File: config.mk
export PLATFORM = sky130hd
export DESIGN_NAME = apb_subsystem
export DESIGN_NICKNAME = d
export VERILOG_FILES = /design/src/source/apb_subsystem_pkg.sv /design/src/source/apb_requester_arbiter.sv /design/src/source/apb_address_decoder.sv /design/src/source/apb_status_register.sv /design/src/source/apb_control_registers.sv /design/src/source/apb_event_counter.sv /design/src/source/apb_subsystem.sv
export SDC_FILE = /design/constraint.sdc
export NUM_CORES = 1
export LEC_CHECK = 0
export ABC_AREA = 1
export BUFFER_PORTS_ARGS = -buffer_cell sky130_fd_sc_hd__buf_2
export CORE_AREA = 5 5 205 187
export CTS_CLUSTER_SIZE = 16
export DETAILED_ROUTE_END_ITERATION = 12
export DIE_AREA = 0 0 210 192
export GPL_TIMING_DRIVEN = 0
export PLACE_DENSITY_LB_ADDON = 0.1
export SLEW_MARGIN = 40
export SYNTH_ARGS = -nofsm -noshare
export SYNTH_HDL_FRONTEND = slang
export SYNTH_SLANG_ARGS = --single-unit
File: constraint.sdc
create_clock -name pclk -period 4.6 [get_ports pclk]
set_input_delay 0.23 -clock pclk [delete_from_list [all_inputs] [get_ports pclk]]
set_output_delay 0.23 -clock pclk [all_outputs]
set_load 0.03 [all_outputs]
File: src/source/apb_subsystem_pkg.sv
`default_nettype none

package apb_subsystem_pkg;

	// Bus widths
	localparam int addr_width = 12;
	localparam int data_width = 32;

	// Region field inside paddr
	localparam int region_msb = 11;
	localparam int region_lsb = 8;
	localparam int region_width = region_msb - region_lsb + 1;

	// Address map, one region per completer
	// Anything not listed here is unmapped and answers with an error
	localparam logic[region_width-1:0] region_status = 0;
	localparam logic[region_width-1:0] region_control = 1;
	localparam logic[region_width-1:0] region_counter = 2;

	// Event counter
	localparam int count_width = 16;

	// Control register that carries the count enable in bit 0
	localparam int control_enable_index = 0;

	// Arbiter FSM encoding
	localparam logic[1:0] arb_idle = 2'd0;
	localparam logic[1:0] arb_setup = 2'd1;
	localparam logic[1:0] arb_access = 2'd2;
	localparam logic[1:0] arb_finish = 2'd3;

	// Status word, seen either as one word or as fields
	typedef union packed {
		logic[data_width-1:0] raw;
		struct packed {
			// Sticky, set when the count wraps
			logic overflow;
			// Mirrors the count enable from the control bank
			logic enabled;
			logic[data_width-count_width-3:0] reserved;
			logic[count_width-1:0] count;
		} fields;
	} status_word_t;

endpackage

`default_nettype wire

File: src/source/apb_requester_arbiter.sv
`timescale 1ns/10ps
`default_nettype none

module apb_requester_arbiter(
	input wire pclk,
	input wire reset,

	// Requester a
	input wire req_a,
	input wire write_a,
	input wire[apb_subsystem_pkg::addr_width-1:0] addr_a,
	input wire[apb_subsystem_pkg::data_width-1:0] wdata_a,
	output logic done_a,
	output logic[apb_subsystem_pkg::data_width-1:0] rdata_a,
	output logic err_a,

	// Requester b
	input wire req_b,
	input wire write_b,
	input wire[apb_subsystem_pkg::addr_width-1:0] addr_b,
	input wire[apb_subsystem_pkg::data_width-1:0] wdata_b,
	output logic done_b,
	output logic[apb_subsystem_pkg::data_width-1:0] rdata_b,
	output logic err_b,

	// APB requester side
	output logic psel,
	output logic penable,
	output logic pwrite,
	output logic[apb_subsystem_pkg::addr_width-1:0] paddr,
	output logic[apb_subsystem_pkg::data_width-1:0] pwdata,
	input wire[apb_subsystem_pkg::data_width-1:0] prdata,
	input wire pready,
	input wire pslverr
);

	logic[1:0] state;

	// Owner of the current transfer, and afterwards the last winner
	logic winner_b;

	// Port picked in this idle cycle
	logic grant_b;

	// Round robin only matters when both ports ask at once
	always_comb begin
		if(req_a && req_b)
			grant_b = !winner_b;
		else
			grant_b = req_b;
	end

	// Bus phases straight from the state
	assign psel = (state == apb_subsystem_pkg::arb_setup) ||
		(state == apb_subsystem_pkg::arb_access);
	assign penable = (state == apb_subsystem_pkg::arb_access);

	always_ff @(posedge pclk) begin

		// done is a single cycle pulse
		done_a <= 1'b0;
		done_b <= 1'b0;

		case(state)

			// Sample requests, latch the winner's transfer
			apb_subsystem_pkg::arb_idle: begin
				if(req_a || req_b) begin
					state <= apb_subsystem_pkg::arb_setup;
					winner_b <= grant_b;
					pwrite <= grant_b ? write_b : write_a;
					paddr <= grant_b ? addr_b : addr_a;
					pwdata <= grant_b ? wdata_b : wdata_a;
				end
			end

			apb_subsystem_pkg::arb_setup:
				state <= apb_subsystem_pkg::arb_access;

			// Hold access until the completer is ready
			apb_subsystem_pkg::arb_access: begin
				if(pready) begin
					state <= apb_subsystem_pkg::arb_finish;

					// Response goes to the owner only
					if(winner_b) begin
						done_b <= 1'b1;
						rdata_b <= prdata;
						err_b <= pslverr;
					end
					else begin
						done_a <= 1'b1;
						rdata_a <= prdata;
						err_a <= pslverr;
					end
				end
			end

			// done is out, requester drops req now
			// One idle cycle follows before the next sample
			default:
				state <= apb_subsystem_pkg::arb_idle;

		endcase

		// Control state only, bus payload keeps its value
		if(reset) begin
			state <= apb_subsystem_pkg::arb_idle;
			winner_b <= 1'b1;
			done_a <= 1'b0;
			done_b <= 1'b0;
			err_a <= 1'b0;
			err_b <= 1'b0;
		end
	end

	// Access never happens without select
	assert property(@(posedge pclk) disable iff(reset) penable |-> psel);

	// Address held from setup through the end of access
	assert property(@(posedge pclk) disable iff(reset) penable |-> $stable(paddr));

	// Only one requester is answered per transfer
	assert property(@(posedge pclk) disable iff(reset) !(done_a && done_b));

endmodule

`default_nettype wire

File: src/source/apb_address_decoder.sv
`timescale 1ns/10ps
`default_nettype none

module apb_address_decoder(
	input wire psel,
	input wire penable,
	input wire[apb_subsystem_pkg::addr_width-1:0] paddr,

	// Per completer selects
	output logic status_psel,
	output logic control_psel,
	output logic counter_psel,

	// Per completer responses
	input wire[apb_subsystem_pkg::data_width-1:0] status_prdata,
	input wire status_pready,
	input wire status_pslverr,
	input wire[apb_subsystem_pkg::data_width-1:0] control_prdata,
	input wire control_pready,
	input wire control_pslverr,
	input wire[apb_subsystem_pkg::data_width-1:0] counter_prdata,
	input wire counter_pready,
	input wire counter_pslverr,

	// Muxed response back to the arbiter
	output logic[apb_subsystem_pkg::data_width-1:0] prdata,
	output logic pready,
	output logic pslverr
);

	logic[apb_subsystem_pkg::region_width-1:0] region;
	assign region = paddr[apb_subsystem_pkg::region_msb:apb_subsystem_pkg::region_lsb];

	always_comb begin
		status_psel = 1'b0;
		control_psel = 1'b0;
		counter_psel = 1'b0;
		prdata = '0;
		pready = 1'b0;
		pslverr = 1'b0;

		case(region)
			apb_subsystem_pkg::region_status: begin
				status_psel = psel;
				prdata = status_prdata;
				pready = status_pready;
				pslverr = status_pslverr;
			end
			apb_subsystem_pkg::region_control: begin
				control_psel = psel;
				prdata = control_prdata;
				pready = control_pready;
				pslverr = control_pslverr;
			end
			apb_subsystem_pkg::region_counter: begin
				counter_psel = psel;
				prdata = counter_prdata;
				pready = counter_pready;
				pslverr = counter_pslverr;
			end

			// Unmapped, answered here with zero data
			default: begin
				pready = psel && penable;
				pslverr = psel && penable;
			end
		endcase
	end

	// No two completers see the same transfer
	always_comb
		assert($onehot0({status_psel, control_psel, counter_psel}));

endmodule

`default_nettype wire

File: src/source/apb_status_register.sv
`timescale 1ns/10ps
`default_nettype none

module apb_status_register(
	input wire psel,
	input wire penable,
	input wire pwrite,
	input wire apb_subsystem_pkg::status_word_t status,

	output logic[apb_subsystem_pkg::data_width-1:0] prdata,
	output logic pready,
	output logic pslverr
);

	logic access;
	assign access = psel && penable;

	// No wait states
	assign pready = access;

	always_comb begin
		prdata = '0;
		pslverr = 1'b0;

		if(access) begin
			// Read only, any write is refused
			if(pwrite)
				pslverr = 1'b1;
			// Same word at every offset in the region
			else
				prdata = status.raw;
		end
	end

endmodule

`default_nettype wire

File: src/source/apb_control_registers.sv
`timescale 1ns/10ps
`default_nettype none

module apb_control_registers(
	input wire pclk,
	input wire reset,

	input wire psel,
	input wire penable,
	input wire pwrite,
	input wire[apb_subsystem_pkg::addr_width-1:0] paddr,
	input wire[apb_subsystem_pkg::data_width-1:0] pwdata,

	output logic[apb_subsystem_pkg::data_width-1:0] prdata,
	output logic pready,
	output logic pslverr,

	output logic count_enable
);

	// Register 0 is the enable word, 1 to 3 are scratch
	logic[apb_subsystem_pkg::data_width-1:0] regs[4];

	// Word select, byte offset bits ignored
	logic[1:0] index;
	assign index = paddr[3:2];

	logic access;
	assign access = psel && penable;

	// Always ready, never an error
	assign pready = access;
	assign pslverr = 1'b0;

	// Readback only during a read access
	always_comb begin
		if(access && !pwrite)
			prdata = regs[index];
		else
			prdata = '0;
	end

	always_ff @(posedge pclk) begin

		// Write lands at the edge that ends access
		if(access && pwrite)
			regs[index] <= pwdata;

		// Only the enable word is control state
		if(reset)
			regs[apb_subsystem_pkg::control_enable_index] <= '0;
	end

	assign count_enable = regs[apb_subsystem_pkg::control_enable_index][0];

endmodule

`default_nettype wire

File: src/source/apb_event_counter.sv
`timescale 1ns/10ps
`default_nettype none

module apb_event_counter(
	input wire pclk,
	input wire reset,

	input wire psel,
	input wire penable,
	input wire pwrite,

	output logic[apb_subsystem_pkg::data_width-1:0] prdata,
	output logic pready,
	output logic pslverr,

	// Counted once per cycle while high
	input wire event_pulse,
	input wire count_enable,

	output apb_subsystem_pkg::status_word_t status
);

	logic[apb_subsystem_pkg::count_width-1:0] count;
	logic overflow;

	logic access;
	assign access = psel && penable;

	// Any write clears
	logic clear;
	assign clear = access && pwrite;

	always_ff @(posedge pclk) begin
		if(reset || clear) begin
			count <= '0;
			overflow <= 1'b0;
		end

		else if(count_enable && event_pulse) begin
			count <= count + 1'b1;

			// Wrap from all ones sets the sticky flag
			if(&count)
				overflow <= 1'b1;
		end
	end

	// Status word assembled field by field
	always_comb begin
		status.fields.overflow = overflow;
		status.fields.enabled = count_enable;
		status.fields.reserved = '0;
		status.fields.count = count;
	end

	// No wait states
	// Reads return the status word at any offset
	assign pready = access;
	assign pslverr = 1'b0;
	assign prdata = (access && !pwrite) ? status.raw : '0;

endmodule

`default_nettype wire

File: src/source/apb_subsystem.sv
`timescale 1ns/10ps
`default_nettype none

module apb_subsystem(
	input wire pclk,
	input wire reset,

	// Requester a
	input wire req_a,
	input wire write_a,
	input wire[apb_subsystem_pkg::addr_width-1:0] addr_a,
	input wire[apb_subsystem_pkg::data_width-1:0] wdata_a,
	output logic done_a,
	output logic[apb_subsystem_pkg::data_width-1:0] rdata_a,
	output logic err_a,

	// Requester b
	input wire req_b,
	input wire write_b,
	input wire[apb_subsystem_pkg::addr_width-1:0] addr_b,
	input wire[apb_subsystem_pkg::data_width-1:0] wdata_b,
	output logic done_b,
	output logic[apb_subsystem_pkg::data_width-1:0] rdata_b,
	output logic err_b,

	input wire event_pulse
);

	// Shared APB bus
	logic psel;
	logic penable;
	logic pwrite;
	logic[apb_subsystem_pkg::addr_width-1:0] paddr;
	logic[apb_subsystem_pkg::data_width-1:0] pwdata;
	logic[apb_subsystem_pkg::data_width-1:0] prdata;
	logic pready;
	logic pslverr;

	// Completer selects and responses
	logic status_psel;
	logic control_psel;
	logic counter_psel;
	logic[apb_subsystem_pkg::data_width-1:0] status_prdata;
	logic[apb_subsystem_pkg::data_width-1:0] control_prdata;
	logic[apb_subsystem_pkg::data_width-1:0] counter_prdata;
	logic status_pready;
	logic control_pready;
	logic counter_pready;
	logic status_pslverr;
	logic control_pslverr;
	logic counter_pslverr;

	// Side band between completers
	logic count_enable;
	apb_subsystem_pkg::status_word_t status;

	apb_requester_arbiter i_arbiter(
		.pclk(pclk),
		.reset(reset),
		.req_a(req_a),
		.write_a(write_a),
		.addr_a(addr_a),
		.wdata_a(wdata_a),
		.done_a(done_a),
		.rdata_a(rdata_a),
		.err_a(err_a),
		.req_b(req_b),
		.write_b(write_b),
		.addr_b(addr_b),
		.wdata_b(wdata_b),
		.done_b(done_b),
		.rdata_b(rdata_b),
		.err_b(err_b),
		.psel(psel),
		.penable(penable),
		.pwrite(pwrite),
		.paddr(paddr),
		.pwdata(pwdata),
		.prdata(prdata),
		.pready(pready),
		.pslverr(pslverr)
	);

	apb_address_decoder i_decoder(
		.psel(psel),
		.penable(penable),
		.paddr(paddr),
		.status_psel(status_psel),
		.control_psel(control_psel),
		.counter_psel(counter_psel),
		.status_prdata(status_prdata),
		.status_pready(status_pready),
		.status_pslverr(status_pslverr),
		.control_prdata(control_prdata),
		.control_pready(control_pready),
		.control_pslverr(control_pslverr),
		.counter_prdata(counter_prdata),
		.counter_pready(counter_pready),
		.counter_pslverr(counter_pslverr),
		.prdata(prdata),
		.pready(pready),
		.pslverr(pslverr)
	);

	apb_status_register i_status(
		.psel(status_psel),
		.penable(penable),
		.pwrite(pwrite),
		.status(status),
		.prdata(status_prdata),
		.pready(status_pready),
		.pslverr(status_pslverr)
	);

	apb_control_registers i_control(
		.pclk(pclk),
		.reset(reset),
		.psel(control_psel),
		.penable(penable),
		.pwrite(pwrite),
		.paddr(paddr),
		.pwdata(pwdata),
		.prdata(control_prdata),
		.pready(control_pready),
		.pslverr(control_pslverr),
		.count_enable(count_enable)
	);

	apb_event_counter i_counter(
		.pclk(pclk),
		.reset(reset),
		.psel(counter_psel),
		.penable(penable),
		.pwrite(pwrite),
		.prdata(counter_prdata),
		.pready(counter_pready),
		.pslverr(counter_pslverr),
		.event_pulse(event_pulse),
		.count_enable(count_enable),
		.status(status)
	);

endmodule

`default_nettype wire

Word-level counts from Yosys, hierarchy flattened
Memories as Yosys holds them, arrays and structs flattened. A register that Yosys moved wholly into a read port is not among the register bits.
Index checks and enable logic that the tools add are counted.
Storage, ports and cells
  bits in registers: 133
  RAM bits: 128
  bits of input ports: 95
  output and inout port bits: 68
  word-level logic and storage cells: 74
  memories: 1
Operators by class
  add/sub/neg operators: 1
  eq/ne operators: 6
  muxes and demuxes: 26
  bitwise gates (word level): 3
  reduce and logical (&&, ||, !) cells: 24
Memories
  i_control.regs: words 4, width 32, read ports 2, clocked after Yosys merged registers in 1, write ports 2, line apb_control_registers.sv:22  | logic[apb_subsystem_pkg::data_width-1:0] regs[4];
Operators by type and width (number)
  $mux 32: 5
  $pmux 32 s3: 1
  $reduce_and 17->1: 1
  $add 16x1->16 const B: 1
  $mux 1: 13
  $mux 12: 1
  $logic_and 1x1->1: 10
  $mux 2: 3
  $pmux 2 s3: 1
  $reduce_and 3->1: 2
  $eq 4x1->1 const B: 1
  $eq 4x2->1 const B: 1
  $logic_not 4->1: 1
  $reduce_and 2->1: 2
  $logic_or 1x1->1: 3
  $not 1->1: 3
  $pmux 1 s3: 1
  $reduce_or 3->1: 1
  $eq 2x1->1 const B: 1
  $eq 2x2->1 const B: 1
  $logic_not 1->1: 2
  $logic_not 2->1: 1
  $ne 2x1->1 const B: 1
  $ne 2x2->1 const B: 1
  2 further kinds: 2

Logic depth before layout (Yosys ltp)
  depth in word-level cells: 7
  depth in mapped cells: 11
  gate-level depth less buffers: 10

By module
Synthesis repeated with hierarchy kept, for this count alone.
Second synthesis, totals
  cells, all modules: 1334
  area total of the unflattened synthesis: 12269.3 µm²
By module, submodules not included
  apb_control_registers: times used 1, cells each 599, area an instance 5566.6 µm², sequential area each 3523.4 µm²
  apb_requester_arbiter: times used 1, cells each 303, area an instance 4235.3 µm², sequential area each 3413.3 µm²
  apb_event_counter: times used 1, cells each 184, area an instance 1231.2 µm², sequential area each 340.3 µm²
  apb_address_decoder: times used 1, cells each 174, area an instance 922.1 µm², sequential area each 0.0 µm²
  apb_status_register: times used 1, cells each 74, area an instance 314.1 µm², sequential area each 0.0 µm²

Least setup slack after synthesis
OpenSTA, ideal clock, no wires.
  kind: flip-flop to flip-flop
  start point: register i_arbiter.state[1]
  end point: memory i_control.regs[2][0] in the netlist's numbering (enable)
  setup time: 461 ps
  arrival time: 3387 ps
  required time: 4139 ps
  slack: 751 ps
  cell stages (with the launch flop): 9
  path buffers: 0
  period minus slack after synthesis: 3849 ps
  path through: dfxtp_1 -> inv_1 -> ha_1 -> nand2_1 -> inv_2 -> nand2_2 -> nor2_8 -> nand2_1 -> nor3_1
RTL lines
  start: declaration: line apb_requester_arbiter.sv:37  | logic[1:0] state;
  start signal: assignment: line apb_requester_arbiter.sv:69  | state <= apb_subsystem_pkg::arb_setup;
  start signal: assignment: line apb_requester_arbiter.sv:78  | state <= apb_subsystem_pkg::arb_access;
  start signal: assignment: line apb_requester_arbiter.sv:83  | state <= apb_subsystem_pkg::arb_finish;
  end: declaration: line apb_control_registers.sv:22

==> impl_metrics.prom <==
# TYPE chip_impl_metric gauge
chip_impl_metric{name="power_density",unit="nW/um^2"} 518
chip_impl_metric{name="finish.net_count",unit=""} 1306
chip_impl_metric{name="worst-endpoint-arrival",unit="ns"} 3.18
chip_impl_metric{name="largest_net_degree_at_the_start_of_global_routing",unit=""} 29
chip_impl_metric{name="tightestPinTransition",unit="ns"} 0.648
chip_impl_metric{name="dp.final_hpwl",unit="mm"} 20.8
chip_impl_metric{name="initial_antenna_violation_count",unit=""} 0
chip_impl_metric{name="achievable-frequency",unit="MHz"} 343
chip_impl_info{name="outcome",value="finished clean"} 1
chip_impl_metric{name="path_max_fanout",unit=""} 8
chip_impl_metric{name="design.core.area",unit="um^2"} 35800
chip_impl_metric{name="worst-path-buf-inv",unit=""} 6
chip_impl_metric{name="max_cap_viol_count",unit=""} 0
chip_impl_metric{name="seq_area",unit="um^2"} 7140
chip_impl_metric{name="period_needed",unit="ns"} 2.92
chip_impl_metric{name="worstPathRequired",unit="ns"} 4.86
chip_impl_metric{name="ir_drop",unit="V"} 0.000206
chip_impl_metric{name="overall_global_routing_resource_usage",unit="%"} 14.3
chip_impl_metric{name="post-route-drc-count",unit=""} 0
chip_impl_metric{name="final-hold-violation-count",unit=""} 0
chip_impl_metric{name="fillers",unit=""} 3611
chip_impl_metric{name="wl",unit="mm"} 29.2
chip_impl_metric{name="place.gp.congestion",unit=""} 0.728
chip_impl_metric{name="area_taken_by_multi_input_logic_gates",unit="um^2"} 2680
chip_impl_metric{name="post_cts_resized",unit=""} 0
chip_impl_metric{name="postCtsSetupBuffers",unit=""} 0
chip_impl_metric{name="cts-buffers-inserted",unit=""} 30
chip_impl_metric{name="post_drt_wl_per_cell",unit="um"} 17.1
chip_impl_metric{name="postSynthRegisterBits",unit=""} 257
chip_impl_metric{name="io_pins",unit=""} 163
chip_impl_metric{name="synthesis.yosys.warnings",unit=""} 0
chip_impl_metric{name="insertion_delay",unit="ns"} 0.55
chip_impl_metric{name="synth_area_per_cell",unit="um^2"} 11.0
chip_impl_info{name="critical_path.cell_chain",value="inv_1 -> ha_1 -> nand2_1 -> inv_2 -> nand2_2 -> nor2_8 -> nand2_1 -> nor3_2 -> buf_6 -> buf_2 -> buf_4 -> buf_4"} 1
chip_impl_metric{name="die_height",unit="um"} 192
chip_impl_metric{name="clk_transition_reported_paths",unit="ns"} 0.06
chip_impl_info{name="worstSetupPathType",value="flip-flop to flip-flop"} 1
chip_impl_metric{name="cts-htree-levels",unit=""} 1
chip_impl_metric{name="synth_area",unit="um^2"} 10300
chip_impl_metric{name="setup_tns",unit="ns"} 0
chip_impl_info{name="final_cell_mix",value="nand2_1 (223), edfxtp_1 (199), buf_2 (181)"} 1
chip_impl_metric{name="syn_to_final_growth",unit="%"} 31.7
chip_impl_metric{name="effective_utilization_at_floorplan",unit="%"} 28.6
chip_impl_metric{name="routed-via-count",unit=""} 7617
chip_impl_metric{name="clock_sink_count",unit=""} 257
chip_impl_info{name="clock_tree.root_cell",value="clkbuf_16"} 1
chip_impl_info{name="crit_path_start_kind",value="flip-flop"} 1
chip_impl_info{name="synth_flop_cell",value="edfxtp_1"} 1
chip_impl_metric{name="drt-initial-drc-count",unit=""} 499
chip_impl_metric{name="placementRows",unit=""} 66
chip_impl_metric{name="power_leakage",unit="uW"} 0.00516
chip_impl_metric{name="antennaDiodeCount",unit=""} 0
chip_impl_metric{name="die_area",unit="um^2"} 40300
chip_impl_metric{name="ant_nets",unit=""} 0
chip_impl_info{name="final_common_cell",value="nand2_1"} 1
chip_impl_metric{name="post_synth_num_cell_types",unit=""} 30
chip_impl_metric{name="syn-num-nets",unit=""} 1030
chip_impl_metric{name="final-max-slew-violation-count",unit=""} 0
chip_impl_metric{name="gr-total-overflow",unit=""} 0
chip_impl_info{name="cp-end-kind",value="flip-flop"} 1
chip_impl_metric{name="drt-vias-per-instance",unit=""} 4.46
chip_impl_metric{name="cts_max_path_buffers",unit=""} 3
chip_impl_info{name="cp_slowest_cell",value="nor3_2"} 1
chip_impl_metric{name="synth-edff-count",unit=""} 199
chip_impl_metric{name="finalClockSkew",unit="ns"} 0.0121
chip_impl_metric{name="layout-drive-gt1-share",unit="%"} 21.1
chip_impl_metric{name="synthArstFlopShare",unit="%"} 0
chip_impl_metric{name="setup_viol_count_final",unit=""} 0
chip_impl_metric{name="post-route-period-util",unit="%"} 63.5
chip_impl_info{name="rsz_0062_raised_after_global_routing",value="no"} 1
chip_impl_metric{name="slew-limit-headroom",unit="%"} 56.8
chip_impl_metric{name="cpPeakStageDelay",unit="ns"} 0.48
chip_impl_metric{name="grt_pass1_vias",unit=""} 7632
chip_impl_metric{name="i_o_buffers",unit=""} 150
chip_impl_metric{name="design_power_total",unit="uW"} 6990
chip_impl_info{name="timing.critical_path.max_delay_family",value="simple AND/OR/NAND/NOR gates"} 1
chip_impl_metric{name="postSynthCellCount",unit=""} 930
chip_impl_info{name="min-delay-path-class",value="input port to flip-flop"} 1
chip_impl_metric{name="synth_sequential_area_ratio",unit="%"} 69.6
chip_impl_metric{name="die_w",unit="um"} 210
chip_impl_metric{name="wire_length_of_the_first_global_routing_pass",unit="mm"} 44.9
chip_impl_metric{name="firstDrtPassIters",unit=""} 5
chip_impl_info{name="tritoncts",value="done"} 1
==> registers in the layout (all words and copies together), names as in the netlist, named ones only <==
| name | flops |
|---|---|
| i_arbiter.rdata_a | 32 |
| i_arbiter.paddr | 6 |
| i_control.regs | 128 |
| i_arbiter.state | 2 |
| i_arbiter.pwdata | 32 |
| i_counter.overflow | 1 |
| i_arbiter.done_b | 1 |
| i_arbiter.err_b | 1 |
| i_arbiter.winner_b | 1 |
| i_arbiter.pwrite | 1 |
| i_arbiter.done_a | 1 |
| i_arbiter.rdata_b | 32 |
| i_counter.count | 16 |
| i_arbiter.err_a | 1 |
==> area by class of cell <==
cell class	count	area share, %
multi-input cells	579	19.9
plain buffers	49	2.17
inverters	45	1.36
clock inverters	10	0.519
well taps	476	4.41
flip-flops and latches	257	52.8
repair buffers	244	12.5
clock buffers	46	6.31
==> through the flow <==
stage                     area (um^2)  cells  setup WS [ns]  hold WS [ns]  util (%)
final                           13500   1706           1.68       0.00418      37.7
after global routing            13500   1706           1.46        0.0109      37.7
after CTS                       13500   1706           1.62      0.000555      37.7
after detailed placement        11900   1579           1.62         0.450      33.1
after global placement          11600   1556          -1.64         0.448      32.4
after floorplan                 10300    930          0.751         0.405         -
==> power breakdown <==
| group | internal [uW] | switching (uW) | leakage (uW) | total, uW |
|---|---|---|---|---|
| Combinational | 520 | 1190 | 0.00241 | 1710 |
| Sequential | 2870 | 177 | 0.00231 | 3050 |
| Clock | 1320 | 909 | 0.000443 | 2230 |
| Total | 4710 | 2280 | 0.00516 | 6990 |
==> worst min-delay path: stages <==
cell and delay [ns]:
buf_2 0.07, nand2_1 0.05, nand2_1 0.08
==> layer usage <==
metal / GRT usage [%] / routed length [um] / vias to the layer above
li1: - / - / 3778
met1: 21.2 / 14400 / 3584
met2: 22.0 / 12600 / 217
met3: 2.24 / 1560 / 38
met4: 3.29 / 544 / 0
met5: 0 / 0 / -
==> cell usage after synthesis (5+ instances only) <==
master | instances | area, um^2
a21oi_1 | 58 | 290
buf_2 | 23 | 115
buf_6 | 8 | 90.1
clkbuf_1 | 15 | 56.3
dfxtp_1 | 58 | 1160
edfxtp_1 | 199 | 5980
ha_1 | 5 | 62.6
inv_1 | 42 | 158
nand2_1 | 223 | 837
nand3_1 | 10 | 50.1
nand4_1 | 36 | 225
nor2_1 | 123 | 462
nor3_1 | 6 | 30.0
o21ai_0 | 76 | 380
o21ai_1 | 11 | 55.1
o22ai_1 | 17 | 106
==> cell families after synthesis <==
kind of cell               Yosys count  synth area share [%]
AOI/OAI and AO/OA                  163                  8.18
xor gates and xnor gates             4                 0.341
adders and majority gates            5                 0.610
buffers and inverters               94                  4.62
DFF                                257                  69.6
and+or+nand+nor                    407                  16.7
==> repair_timing <==
action / CTS / global route
endpoints found under the setup margin: 0 / 0
hold buffers: 71 / 0
endpoints found under the hold margin: 36 / 0
==> final timing paths <==
| check | from | depth (start not counted) | slack, ns | end |
|---|---|---|---|---|
| hold reg to reg | i_control.regs[0][23]$_SDFFE_PP0P_ | 2 | 0.46 | i_control.regs[0][23]$_SDFFE_PP0P_ |
| setup reg to reg | i_arbiter.state[0]$_SDFFE_PP0P_ | 12 | 1.68 | i_control.regs[3][18]$_DFFE_PP_ |
| hold / removal | wdata_b[5] | 3 | 0.004 | i_arbiter.pwdata[5]$_DFFE_PP_ |
| setup / recovery | i_arbiter.state[0]$_SDFFE_PP0P_ | 12 | 1.68 | i_control.regs[3][18]$_DFFE_PP_ |
Power figures use the tool's default switching activity.
